File: src/design/vmem_defs.svh
// map geometry is fixed; the first level is 2k x 5 and the second level 1k x 24
// changing a width here also changes the field split of the virtual address
`ifndef VMEM_DEFS_SVH
`define VMEM_DEFS_SVH

`define VMA_WIDTH   24
`define MAP1_AW     11
`define MAP1_DW     5
`define MAP2_AW     10
`define MAP2_DW     24
`define PPAGE_W     14
`define OFFSET_W    8

// low half of the map2 index comes straight from the vma
`define BLK_W       (`MAP2_AW - `MAP1_DW)

// access bits in a map2 word
`define ACC_HI      23
`define ACC_LO      22

`endif

File: src/design/vmem_pkg.sv
// types shared by the map pipeline; widths come from the defs header
// opcode values are fixed by the command encoding
`include "vmem_defs.svh"

package vmem_pkg;

   typedef logic [`VMA_WIDTH-1:0] vma_t;

   typedef logic [`MAP1_AW-1:0] map1_addr_t;
   typedef logic [`MAP1_DW-1:0] map1_entry_t;

   typedef logic [`MAP2_AW-1:0] map2_addr_t;
   typedef logic [`MAP2_DW-1:0] map2_entry_t;

   typedef logic [`PPAGE_W-1:0] ppage_t;
   typedef logic [`OFFSET_W-1:0] offset_t;
   typedef logic [`PPAGE_W+`OFFSET_W-1:0] paddr_t;

   // 11 read-write, 10 read-only, 0x no access
   typedef logic [`ACC_HI-`ACC_LO:0] access_t;

   typedef enum logic [1:0]
   {
      OP_LOOKUP_RD = 2'd0,
      OP_LOOKUP_WR = 2'd1,
      OP_LOAD_MAP1 = 2'd2,
      OP_LOAD_MAP2 = 2'd3
   } cmd_op_t;

endpackage

File: src/design/map_if.sv
// internal links of the map pipeline; plain levels, no back-pressure
`timescale 1ns/1ns
`include "vmem_defs.svh"


interface map_rsp_if;
   import vmem_pkg::*;

   logic rsp_valid;
   logic rsp_is_wr;
   map2_entry_t rsp_entry;
   offset_t rsp_offset;

   modport src (output rsp_valid, rsp_is_wr, rsp_entry, rsp_offset);
   modport dst (input rsp_valid, rsp_is_wr, rsp_entry, rsp_offset);
endinterface

File: src/design/map_result.sv
// page from entry 13:0, access from 23:22; bits 21:14 of the entry are ignored
// res_paddr holds the last result between lookups
`timescale 1ns/1ns
`include "vmem_defs.svh"

module map_result
(
   input logic clk_a,
   input logic reset,
   map_rsp_if.dst rsp,
   output logic res_valid,
   output vmem_pkg::paddr_t res_paddr,
   output logic res_fault
);
   import vmem_pkg::*;

   ppage_t page;
   access_t acc;
   logic fault;

   always_comb
   begin
      page = rsp.rsp_entry[`PPAGE_W-1:0];
      acc = rsp.rsp_entry[`ACC_HI:`ACC_LO];
      // 0x never allowed, 10 is read-only
      fault = !acc[1] || (rsp.rsp_is_wr && !acc[0]);
   end

   always_ff @(posedge clk_a)
   begin
      if (reset)
      begin
         res_valid <= 1'b0;
         res_fault <= 1'b0;
      end
      else
      begin
         res_valid <= rsp.rsp_valid;
         res_fault <= rsp.rsp_valid && fault;
      end
   end

   always_ff @(posedge clk_a)
   begin
      if (reset)
      begin
         res_paddr <= '0;
      end
      else if (rsp.rsp_valid)
      begin
         res_paddr <= {page, rsp.rsp_offset};
      end
   end

endmodule

File: src/flat_wrapper.sv
// flat-port wrapper written by rule: the top's interface ports become plain ports
module map_result_flat import vmem_pkg::*;
  (clk_a, reset, res_valid, res_paddr, res_fault, rsp_rsp_valid, rsp_rsp_is_wr, rsp_rsp_entry, rsp_rsp_offset);
  map_rsp_if rsp_i ();
  input logic clk_a;
  input logic reset;
  output logic res_valid;
  output vmem_pkg::paddr_t res_paddr;
  output logic res_fault;
  input wire logic [$bits(rsp_i.rsp_valid)-1:0] rsp_rsp_valid;
  input wire logic [$bits(rsp_i.rsp_is_wr)-1:0] rsp_rsp_is_wr;
  input wire logic [$bits(rsp_i.rsp_entry)-1:0] rsp_rsp_entry;
  input wire logic [$bits(rsp_i.rsp_offset)-1:0] rsp_rsp_offset;
  assign rsp_i.rsp_valid = rsp_rsp_valid;
  assign rsp_i.rsp_is_wr = rsp_rsp_is_wr;
  assign rsp_i.rsp_entry = rsp_rsp_entry;
  assign rsp_i.rsp_offset = rsp_rsp_offset;
  map_result u_core (.clk_a(clk_a), .reset(reset), .rsp(rsp_i), .res_valid(res_valid), .res_paddr(res_paddr), .res_fault(res_fault));
endmodule
File: config.mk
export PLATFORM = sky130hd
export DESIGN_NAME = map_result_flat
export DESIGN_NICKNAME = d
export VERILOG_FILES = /design/src/design/vmem_pkg.sv /design/src/design/map_if.sv /design/src/design/map_result.sv /design/src/flat_wrapper.sv
export VERILOG_INCLUDE_DIRS = /design/src /design/src/design
export SDC_FILE = /design/constraint.sdc
export NUM_CORES = 1
export LEC_CHECK = 0
export CORE_MARGIN = 2
export CORE_UTILIZATION = 38
export DETAILED_ROUTE_END_ITERATION = 10
export DONT_BUFFER_PORTS = 1
export PLACE_DENSITY = 0.6
export SLEW_MARGIN = 10
export SYNTH_ARGS = -nofsm -noshare
export SYNTH_HDL_FRONTEND = slang
export SYNTH_SLANG_ARGS = --single-unit
File: constraint.sdc
create_clock -name clk_a -period 1.5 [get_ports clk_a]
set_input_delay 0 -clock clk_a [delete_from_list [all_inputs] [get_ports clk_a]]
set_output_delay 0 -clock clk_a [all_outputs]
set_load 0.05 [all_outputs]
==> impl_results.md <==
* Global-route wire length before repair at 3.74 mm
* Starting Density at 39.8%
* Max clock buf depth at 2
* Syn Nets at 112
* Tot GR Track Use at 19.5%
* #FFs+latches synth at 24
* Overall Power at 1410 uW
* Synth warn at 0
* Met2 wire length at 1.34 mm
* Avg Cell Area, Syn at 11.4 um2
* Max frequency at 699 MHz
* Worst setup margin at 68.8 ps
* Via density at 4.58
* Area Overhead vs Synth at 76.7%
* DRT met1 WL at 879 um
* Skew final at 0 ps
* Clk slew on worst S/H paths at 130 ps
* Post-DP HPWL at 1.13 mm
* Most frequent cells in the layout: dlygate4sd3_1 (48), dfxtp_1 (24), nor2_1 (22), buf_4 (22), mux2i_1 (21)
* DRC errors left at 0
* Filler Cells Inserted at 174
* Crit-path max FO at 2
* Synth area leader: dfxtp_1
* Leakage at 0.000693 uW
* Pwr/cell area at 923 nW/um2
* Final setup vio count at 0
* Worst skew pair latency at 300 ps
* Status: completed
* DRT Pass-1 Iters at 4
* Setup WS pre-CTS at 701 ps
* Cells taking the most area after synthesis: dfxtp_1 (56%), mux2i_1 (26%), nor2_1 (9.6%), buf_12 (4.6%), buf_6 (1.3%)
* Worst Hold Launch: rsp_rsp_entry[23]
* Yosys top cell area share at 55.7%
* Mapped Cells at 76
* CP Cell Sequence: buf_4 -> mux2i_1 -> dlygate4sd3_1 -> nor2_1
* Top sig layer: met4
* CTS Buf Count at 3
* Unrepaired setup endpoints after global routing: false
* Fin. Hold Viols at 0
* Slew Limit Fails at 0
* Row count at 17
* CTS tree: built
* Port buffer count at 0
* Final wirelength at 2.36 mm
* CTS Root Cell: clkbuf_4
* R2R Path Start: u_core.res_paddr[3]
* Count of cell types in the netlist at 9
* Max-Cap Viols at 0
* Post-route ant nets at 0
* Critical Path Max Stage Delay at 590 ps
* Crit path launch type: flop
* Core footprint at 2170 um2
* CP arrival at 1610 ps
* Die Span Y at 51.7 um
* Buffer and inverter count on the worst path at 2
* Met3 WL at 126 um
* # diodes at 0
* Clock tree sinks at 24
* Hold Path Class: input pin to flop
* Final core utilization at 70.3%
* Critical-path top delay cell: dlygate4sd3_1
* Iter 0 DRT Violations at 7
* Layout cells sized above 1 at 18.6%
* Nets at 182
* Worst Path Required at 1680 ps
* Total global routing overflow at 0
* H-Tree Level Count at 1
* Die area at 2670 um2
* Slew margin rel. at 44.9%
* Routed WL per cell at 13.6 um
* Largest net degree at the start of global routing at 24
* CP Launch Point: u_core.res_paddr[3]
* Critical path's top delay family: buffers and inverters
* Slew @ Worst Pin at 824 ps
* Initial antenna violation count at 0
* Setup Buffers After CTS at 0
* Via Count at 793
* Register area share after synthesis at 55.7%
* Routability Congestion at 0.588
* WS Path Type: flop to flop
* Peak supply drop at 570 uV
* CP Capture Type: flop
* Crit share post-route at 95.4%
* Number of global-route vias before repair at 848
* Die width at 51.7 um
* Total Neg Setup Slack at 0 ps
* Most common cell after layout, fill and taps aside: dlygate4sd3_1
* Period minus WS final at 1430 ps
* Syn Std Cell Area at 863 um2
* I/O Pins at 60
==> repair_timing <==
action                                  4_1_cts  5_1_grt
hold buffers                                 48        1
hold endpoints to repair                     24        1
resized for setup                             0        1
endpoints found under the setup margin        0        1
==> stage by stage <==
stage	instance area, um2	std cells	hold WS [ps]
2_1_floorplan	863	76	72.4
3_3_place_gp	1000	121	74.5
3_5_place_dp	1000	121	76.0
4_1_cts	1520	173	306
5_1_grt	1530	173	311
6_report	1530	173	306
==> per-layer routing <==
metal,vias to the layer above,global-route usage (%)
met3,2,2.59
met2,36,40.2
met4,0,7.89
met1,370,19.0
met5,-,0
li1,385,-
==> worst reg2reg max path: stages, from the launching register on <==
cell           delay, ps
dfxtp_1              320
buf_4                180
mux2i_1              170
dlygate4sd3_1        590
nor2_1                40
==> Yosys cell counts <==
| library cell | n |
|---|---|
| buf_6 | 1 |
| nand2b_1 | 1 |
| nor2_1 | 22 |
| dfxtp_1 | 24 |
| clkbuf_1 | 2 |
| mux2i_1 | 22 |
| and2b_1 | 1 |
| buf_12 | 2 |
| a21boi_1 | 1 |
==> worst paths after layout <==
| kind | to | slack (ps) | cells after the start |
|---|---|---|---|
| worst max-delay path | u_core.res_paddr[3] | 70 | 4 |
| worst min register to register | u_core.res_paddr[18] | 720 | 3 |
| worst max register to register | u_core.res_paddr[3] | 70 | 4 |
| worst min-delay path | u_core.res_fault | 310 | 2 |
==> power breakdown <==
part | leakage, uW | total [uW] | internal [uW] | switching (uW)
registers | 0.000198 | 697 | 675 | 22.3
logic | 0.000473 | 381 | 182 | 199
clock network | 0.0000210 | 329 | 148 | 181
==> logic make-up after synthesis <==
group                  after synthesis  share of synthesized area (%)
flip-flops                          24                           55.7
AO/OA/AOI/OAI                        1                          0.870
multiplexers                        22                           25.5
AND/OR/NAND/NOR                     24                           11.2
buffers and inverters                5                           6.81
==> state kept, by name, summed over array words and instances (netlist names) <==
name,cells
u_core.res_paddr,22
u_core.res_fault,1
u_core.res_valid,1
==> cell type report <==
| cell class | count | area [um2] | share of cell area, % |
|---|---|---|---|
| clock buffer | 4 | 36.3 | 2.38 |
| multi-input combinational | 47 | 328 | 21.5 |
| tap | 28 | 35.0 | 2.30 |
| timing repair buffer | 70 | 646 | 42.3 |
| sequential | 24 | 480 | 31.5 |
No activity file was read; power rests on OpenSTA's default activity.
