**src/design/vmem_defs.svh**
```systemverilog
// map geometry is fixed; the first level is 2k x 5 and the second level 1k x 24
// changing a width here also changes the field split of the virtual address
`ifndef VMEM_DEFS_SVH
`define VMEM_DEFS_SVH

`define VMA_WIDTH   24
`define MAP1_AW     11
`define MAP1_DW     5
`define MAP2_AW     10
`define MAP2_DW     24
`define PPAGE_W     14
`define OFFSET_W    8

// low half of the map2 index comes straight from the vma
`define BLK_W       (`MAP2_AW - `MAP1_DW)

// access bits in a map2 word
`define ACC_HI      23
`define ACC_LO      22

`endif

```
**src/design/vmem_pkg.sv**
```systemverilog
// types shared by the map pipeline; widths come from the defs header
// opcode values are fixed by the command encoding
`include "vmem_defs.svh"

package vmem_pkg;

   typedef logic [`VMA_WIDTH-1:0] vma_t;

   typedef logic [`MAP1_AW-1:0] map1_addr_t;
   typedef logic [`MAP1_DW-1:0] map1_entry_t;

   typedef logic [`MAP2_AW-1:0] map2_addr_t;
   typedef logic [`MAP2_DW-1:0] map2_entry_t;

   typedef logic [`PPAGE_W-1:0] ppage_t;
   typedef logic [`OFFSET_W-1:0] offset_t;
   typedef logic [`PPAGE_W+`OFFSET_W-1:0] paddr_t;

   // 11 read-write, 10 read-only, 0x no access
   typedef logic [`ACC_HI-`ACC_LO:0] access_t;

   typedef enum logic [1:0]
   {
      OP_LOOKUP_RD = 2'd0,
      OP_LOOKUP_WR = 2'd1,
      OP_LOAD_MAP1 = 2'd2,
      OP_LOAD_MAP2 = 2'd3
   } cmd_op_t;

endpackage

```
**src/design/map_if.sv**
```systemverilog
// internal links of the map pipeline; plain levels, no back-pressure
`timescale 1ns/1ns
`include "vmem_defs.svh"

interface map_req_if;
   import vmem_pkg::*;

   logic lookup_valid;
   logic lookup_is_wr;
   map1_addr_t map1_raddr;
   offset_t offset;
   logic [`BLK_W-1:0] blk_low;

   logic map1_we;
   map1_addr_t map1_waddr;
   map1_entry_t map1_wdata;

   logic map2_we;
   map2_addr_t map2_waddr;
   map2_entry_t map2_wdata;

   modport src (output lookup_valid, lookup_is_wr, map1_raddr, offset, blk_low,
                output map1_we, map1_waddr, map1_wdata, map2_we, map2_waddr, map2_wdata);
   modport dst (input lookup_valid, lookup_is_wr, map1_raddr, offset, blk_low,
                input map1_we, map1_waddr, map1_wdata, map2_we, map2_waddr, map2_wdata);
endinterface


```
**src/design/map_decode.sv**
```systemverilog
// one command per clock, taken whenever cmd_valid is high; nothing is ever refused
// fields of an unused group are don't-care, only the strobes are qualified
`timescale 1ns/1ns
`include "vmem_defs.svh"

module map_decode
(
   input logic clk_a,
   input logic reset,
   input logic cmd_valid,
   input vmem_pkg::cmd_op_t cmd_op,
   input vmem_pkg::vma_t cmd_vma,
   input vmem_pkg::map2_entry_t cmd_data,
   map_req_if.src req
);
   import vmem_pkg::*;

   logic is_lookup;
   logic is_load1;
   logic is_load2;

   always_comb
   begin
      is_lookup = cmd_valid && (cmd_op == OP_LOOKUP_RD || cmd_op == OP_LOOKUP_WR);
      is_load1 = cmd_valid && (cmd_op == OP_LOAD_MAP1);
      is_load2 = cmd_valid && (cmd_op == OP_LOAD_MAP2);
   end

   // strobes
   always_ff @(posedge clk_a)
   begin
      if (reset)
      begin
         req.lookup_valid <= 1'b0;
         req.map1_we <= 1'b0;
         req.map2_we <= 1'b0;
      end
      else
      begin
         req.lookup_valid <= is_lookup;
         req.map1_we <= is_load1;
         req.map2_we <= is_load2;
      end
   end

   // address split: map1 index 23:13, block low 12:8, offset 7:0
   always_ff @(posedge clk_a)
   begin
      req.lookup_is_wr <= (cmd_op == OP_LOOKUP_WR);
      req.map1_raddr <= cmd_vma[`VMA_WIDTH-1 -: `MAP1_AW];
      req.blk_low <= cmd_vma[`OFFSET_W +: `BLK_W];
      req.offset <= cmd_vma[`OFFSET_W-1:0];
   end

   // load payloads
   always_ff @(posedge clk_a)
   begin
      req.map1_waddr <= cmd_vma[`VMA_WIDTH-1 -: `MAP1_AW];
      req.map1_wdata <= cmd_data[`MAP1_DW-1:0];
      // map2 is loaded directly by its index in vma 9:0
      req.map2_waddr <= cmd_vma[`MAP2_AW-1:0];
      req.map2_wdata <= cmd_data;
   end

endmodule

```
**src/flat_wrapper.sv**
```systemverilog
// flat-port wrapper written by rule: the top's interface ports become plain ports
module map_decode_flat import vmem_pkg::*;
  (clk_a, reset, cmd_valid, cmd_op, cmd_vma, cmd_data, req_lookup_valid, req_lookup_is_wr, req_map1_raddr, req_offset, req_blk_low, req_map1_we, req_map1_waddr, req_map1_wdata, req_map2_we, req_map2_waddr, req_map2_wdata);
  map_req_if req_i ();
  input logic clk_a;
  input logic reset;
  input logic cmd_valid;
  input vmem_pkg::cmd_op_t cmd_op;
  input vmem_pkg::vma_t cmd_vma;
  input vmem_pkg::map2_entry_t cmd_data;
  output wire logic [$bits(req_i.lookup_valid)-1:0] req_lookup_valid;
  output wire logic [$bits(req_i.lookup_is_wr)-1:0] req_lookup_is_wr;
  output wire logic [$bits(req_i.map1_raddr)-1:0] req_map1_raddr;
  output wire logic [$bits(req_i.offset)-1:0] req_offset;
  output wire logic [$bits(req_i.blk_low)-1:0] req_blk_low;
  output wire logic [$bits(req_i.map1_we)-1:0] req_map1_we;
  output wire logic [$bits(req_i.map1_waddr)-1:0] req_map1_waddr;
  output wire logic [$bits(req_i.map1_wdata)-1:0] req_map1_wdata;
  output wire logic [$bits(req_i.map2_we)-1:0] req_map2_we;
  output wire logic [$bits(req_i.map2_waddr)-1:0] req_map2_waddr;
  output wire logic [$bits(req_i.map2_wdata)-1:0] req_map2_wdata;
  assign req_lookup_valid = req_i.lookup_valid;
  assign req_lookup_is_wr = req_i.lookup_is_wr;
  assign req_map1_raddr = req_i.map1_raddr;
  assign req_offset = req_i.offset;
  assign req_blk_low = req_i.blk_low;
  assign req_map1_we = req_i.map1_we;
  assign req_map1_waddr = req_i.map1_waddr;
  assign req_map1_wdata = req_i.map1_wdata;
  assign req_map2_we = req_i.map2_we;
  assign req_map2_waddr = req_i.map2_waddr;
  assign req_map2_wdata = req_i.map2_wdata;
  map_decode u_core (.clk_a(clk_a), .reset(reset), .cmd_valid(cmd_valid), .cmd_op(cmd_op), .cmd_vma(cmd_vma), .cmd_data(cmd_data), .req(req_i));
endmodule
```
**config.mk**
```make
export PLATFORM = sky130hd
export DESIGN_NAME = map_decode_flat
export DESIGN_NICKNAME = d
export VERILOG_FILES = /design/src/design/vmem_pkg.sv /design/src/design/map_if.sv /design/src/design/map_decode.sv /design/src/flat_wrapper.sv
export VERILOG_INCLUDE_DIRS = /design/src /design/src/design
export SDC_FILE = /design/constraint.sdc
export NUM_CORES = 1
export LEC_CHECK = 0
export ABC_AREA = 1
export BUFFER_PORTS_ARGS = -buffer_cell sky130_fd_sc_hd__buf_2
export CAP_MARGIN = 20
export CORE_ASPECT_RATIO = 0.5
export CORE_UTILIZATION = 35
export CTS_BUF_LIST = sky130_fd_sc_hd__clkbuf_8
export CTS_CLUSTER_DIAMETER = 50
export CTS_CLUSTER_SIZE = 16
export DETAILED_ROUTE_END_ITERATION = 10
export MAX_ROUTING_LAYER = met4
export PLACE_DENSITY = 0.8
export SLEW_MARGIN = 20
export SYNTH_ARGS = -nofsm -noshare
export SYNTH_HDL_FRONTEND = slang
export SYNTH_SLANG_ARGS = --single-unit
```
**constraint.sdc**
```tcl
create_clock -name clk_a -period 0.8 [get_ports clk_a]
set_clock_uncertainty 0.15 [all_clocks]
set_input_delay 0 -clock clk_a [delete_from_list [all_inputs] [get_ports clk_a]]
set_output_delay 0 -clock clk_a [all_outputs]
set_load 0.1 [all_outputs]
```
==> results of run 1 <==
synthesized netlist by cell type, drive strengths merged:
| library cell | count | share of area, % |
|---|---|---|
| nand2 | 3 | 0.89 |
| buf | 26 | 15 |
| dfxtp | 52 | 82 |
| nor2 | 4 | 1.2 |
| inv | 2 | 0.59 |
through the flow:
stage / hold WS [ns] / cells / TNS, ns
after floorplan: -0.122 / 87 / -2.53
after global placement: -0.0478 / 242 / 0
kinds of logic after synthesis:
group         after synthesis  synth area share (%)
buf+inv                    28                  16.0
simple gates                7                  2.07
flops                      52                  82.0
==> impl_metrics.yaml, run 1 <==
logic_synthesis:
  synthCells: 87
  netlist_area_sq_um: 1270
  synth_cell_types: 5
  ys_ff_latch: 52
  ys_seq_area_share_pct: 82.0
  post_synth.cell_area_avg_sq_um: 14.6
  synth_nets: 140
  yosysWarnings: 0
status:
  stop_stage: "3_5_place_dp"
  status: "aborted with a tool error"
  tool.error: "[ERROR DPL-0033] detailed placement checks failed during check placement."
die:
  die_w_um: 87.2
  start_util_pct: 36.8
  die_h_um: 44.6
  ios: 131
  num_rows: 15
placement:
  io_buffers: 130
  routabilityCongestion: 0.643
  dp_hpwl_um: 3750
==> run 2, diff against run 1 <==
--- a/config.mk
+++ b/config.mk
@@ -9,14 +9,9 @@
 export ABC_AREA = 1
 export BUFFER_PORTS_ARGS = -buffer_cell sky130_fd_sc_hd__buf_2
 export CAP_MARGIN = 20
-export CORE_ASPECT_RATIO = 0.5
-export CORE_UTILIZATION = 35
-export CTS_BUF_LIST = sky130_fd_sc_hd__clkbuf_8
-export CTS_CLUSTER_DIAMETER = 50
-export CTS_CLUSTER_SIZE = 16
+export CORE_UTILIZATION = 25
 export DETAILED_ROUTE_END_ITERATION = 10
-export MAX_ROUTING_LAYER = met4
-export PLACE_DENSITY = 0.8
+export PLACE_DENSITY_LB_ADDON = 0.15
 export SLEW_MARGIN = 20
 export SYNTH_ARGS = -nofsm -noshare
 export SYNTH_HDL_FRONTEND = slang
==> impl_metrics.yaml, run 2 <==
die:
  die_w_um: 73.3
  die_h_um: 73.3
  die_area_sq_um: 5370
  start_util_pct: 26.4
  ios: 131
  num_rows: 25
  core_area_sq_um: 4820
drt:
  drcViolationCount: 0
  avgRoutedWirePerCell_um: 12.6
  met3_length_um: 506
  wl_um: 3970
  drtPass1Iterations: 2
  drtIter0Drc: 28
  ant_nets: 0
  viasPerCell: 3.68
  drt-met1-wl_um: 1130
  top_layer: "met4"
  vias: 1163
  met2_wirelength_um: 2270
cells_and_area:
  n_antenna_cell: 0
  layout_common_cells: "78 x buf_12, 51 x dlygate4sd3_1, 51 x buf_2"
  drive_gt1_share_pct: 76.3
  area_delta_synth_final_pct: 194
  fin_area_sq_um: 3740
  fin_nets: 301
  final_common_cell: "buf_12"
  top_register: "u_core.req.map2_wdata"
  largest_reg_flops: 20
  finish.cell_count_without_fillers: 316
  reg.largest.list: "u_core.req.map2_wdata (20), u_core.req.map1_raddr (11), u_core.req.offset (7)"
timing:
  report.final.slew_viol_count: 0
  hold_viol: 3
  fin_crit_sh_pct: 126
  fmax_mhz: 994
  slew_headroom_pct: 92.5
  holdWs_ns: -0.151
  worst_slack_ns: -0.206
  rsz0062_at_grt: "yes"
  tightest_slew_ns: 0.112
  post-route-min-period_ns: 1.01
  setup_violations: 78
clocking:
  clk_pin_slew_ns: 0.09
  clock-sinks: 52
  cts_hold_repair.buffers: 51
  cts_tree: "built"
  clockBufferDepth: 2
  post_cts_buffers: 0
  cts-root-buf: "clkbuf_8"
  cts_buffers: 5
  cts-htree-levels: 2
grt:
  grt_max_degree: 16
  grt_pass1_wl_um: 6080
  overflow: 0
  grt_pass1_vias: 1268
  grt_usage_pct: 16.0
  antenna_found_initial: 0
logic_synthesis:
  synth_common_cells: "52 x dfxtp_1, 26 x buf_4, 4 x nor2_1"
  synth_ff_type: "dfxtp_1"
  yosys.area.top_type: "dfxtp_1"
  ys_seq_area_share_pct: 82.0
  post_synth.cell_area_avg_sq_um: 14.6
  synthTopCellsByArea: "dfxtp_1 82%, buf_4 15%, nor2_1 1.2%"
  postSynth.asyncResetShare_pct: 0
  synth_cell_types: 5
  synth_nets: 140
  synth_most_common_cell: "dfxtp_1"
  yosysWarnings: 0
  synth_top_area_share_pct: 82.0
  netlist_area_sq_um: 1270
  synthCells: 87
  synth_edf_count: 0
  ys_ff_latch: 52
setup_path:
  critPathTopFamily: "flip-flops"
  cp-start-kind: "flip-flop"
  cp_cell_sequence: "buf_12"
  crit_type: "flip-flop to output port"
  worstPathRequired_ns: 0.65
  slowest_stage: "dfxtp_4"
  arrival_ns: 0.86
  max_stage_delay_ns: 0.38
  path_max_fanout: 2
  endpoint_kind: "output port"
  crit_buf_inv: 1
status:
  status: "finished with violations"
  violations: "negative hold slack, negative setup slack"
placement:
  placed_cells: 258
  routabilityCongestion: 0.664
  dp_hpwl_um: 2830
  dpl-instance-area_sq_um: 3110
  dp_slack_ns: 0.115
  io_buffers: 130
worst_hold_path:
  hold_end: "u_core.req.map2_we"
  whs_path_depth: 4
  hp-class: "input port to flip-flop"
  hp-start: "reset"
power:
  p_total_mw: 7.30
  leakage_nw: 1.68
  ir_drop_uv: 1500
  power_density_nw_per_um2: 1950
job:
  cap_violations: 0
[run 2: cell counts after synthesis]
No cell type changed its count.
[run 2: how the worst max path moves through the flow]
| stage | from | to | cells after the start | slack (ns) |
|---|---|---|---|---|
| final | u_core.req.map1_raddr[0] | req_map1_raddr[0] | 1 | -0.21 |
| after global routing | u_core.req.offset[4] | req_map2_waddr[4] | 1 | -0.25 |
| after CTS | u_core.req.map2_wdata[4] | req_map1_wdata[4] | 1 | -0.22 |
| after detailed placement | u_core.req.map1_raddr[0] | req_map1_raddr[0] | 1 | 0.11 |
| after global placement | u_core.req.map1_raddr[0] | req_map1_raddr[0] | 1 | 0.12 |
| after floorplan | u_core.req.map1_raddr[0] | req_map1_waddr[0] | 1 | -0.21 |
[run 2: area by class of cell]
cell class | count | area [sq um]
Timing Repair Buffer | 180 | 2330
Multi-Input combinational cell | 7 | 26.3
Inverter | 2 | 7.51
Fill cell | 287 | 1080
Tap cell | 67 | 83.8
Clock buffer | 8 | 121
Sequential cell | 52 | 1170
[run 2: metal layers]
layer	vias to the layer above	GRT usage (%)
li1	558	-
met4	0	5.88
met5	-	0
met2	80	30.7
met1	520	13.1
met3	5	9.47
[run 2: logic make-up after synthesis]
logic type             Yosys count  synth area share [%]
buffers and inverters           28                  16.0
AND/OR/NAND/NOR                  7                  2.07
flip-flops                      52                  82.0
[run 2: power by group]
part | switching [mW] | internal [mW]
registers | 0.169 | 2.71
clock network | 0.770 | 0.977
logic | 1.66 | 1.02
total | 2.60 | 4.70
[run 2: through the flow]
stage,util [%],setup TNS (ns)
after floorplan,-,-2.53
after global placement,64.6,0
after detailed placement,64.6,0
after CTS,77.7,-15.74
after global routing,77.6,-17.70
final,77.6,-14.50
[run 2: worst min-delay path, delay by kind of cell]
kind	cells	cell delay [ns]
simple gates	2	0.13
buf+inv	2	0.13
[run 2: repair_timing]
item / in CTS / in global routing
endpoints found under the setup margin: 78 / 79
resized for setup: 0 / 1
pin swaps: 0 / 1
hold endpoints to repair: 52 / 3
Note: power is estimated with default switching activity, not from simulation.
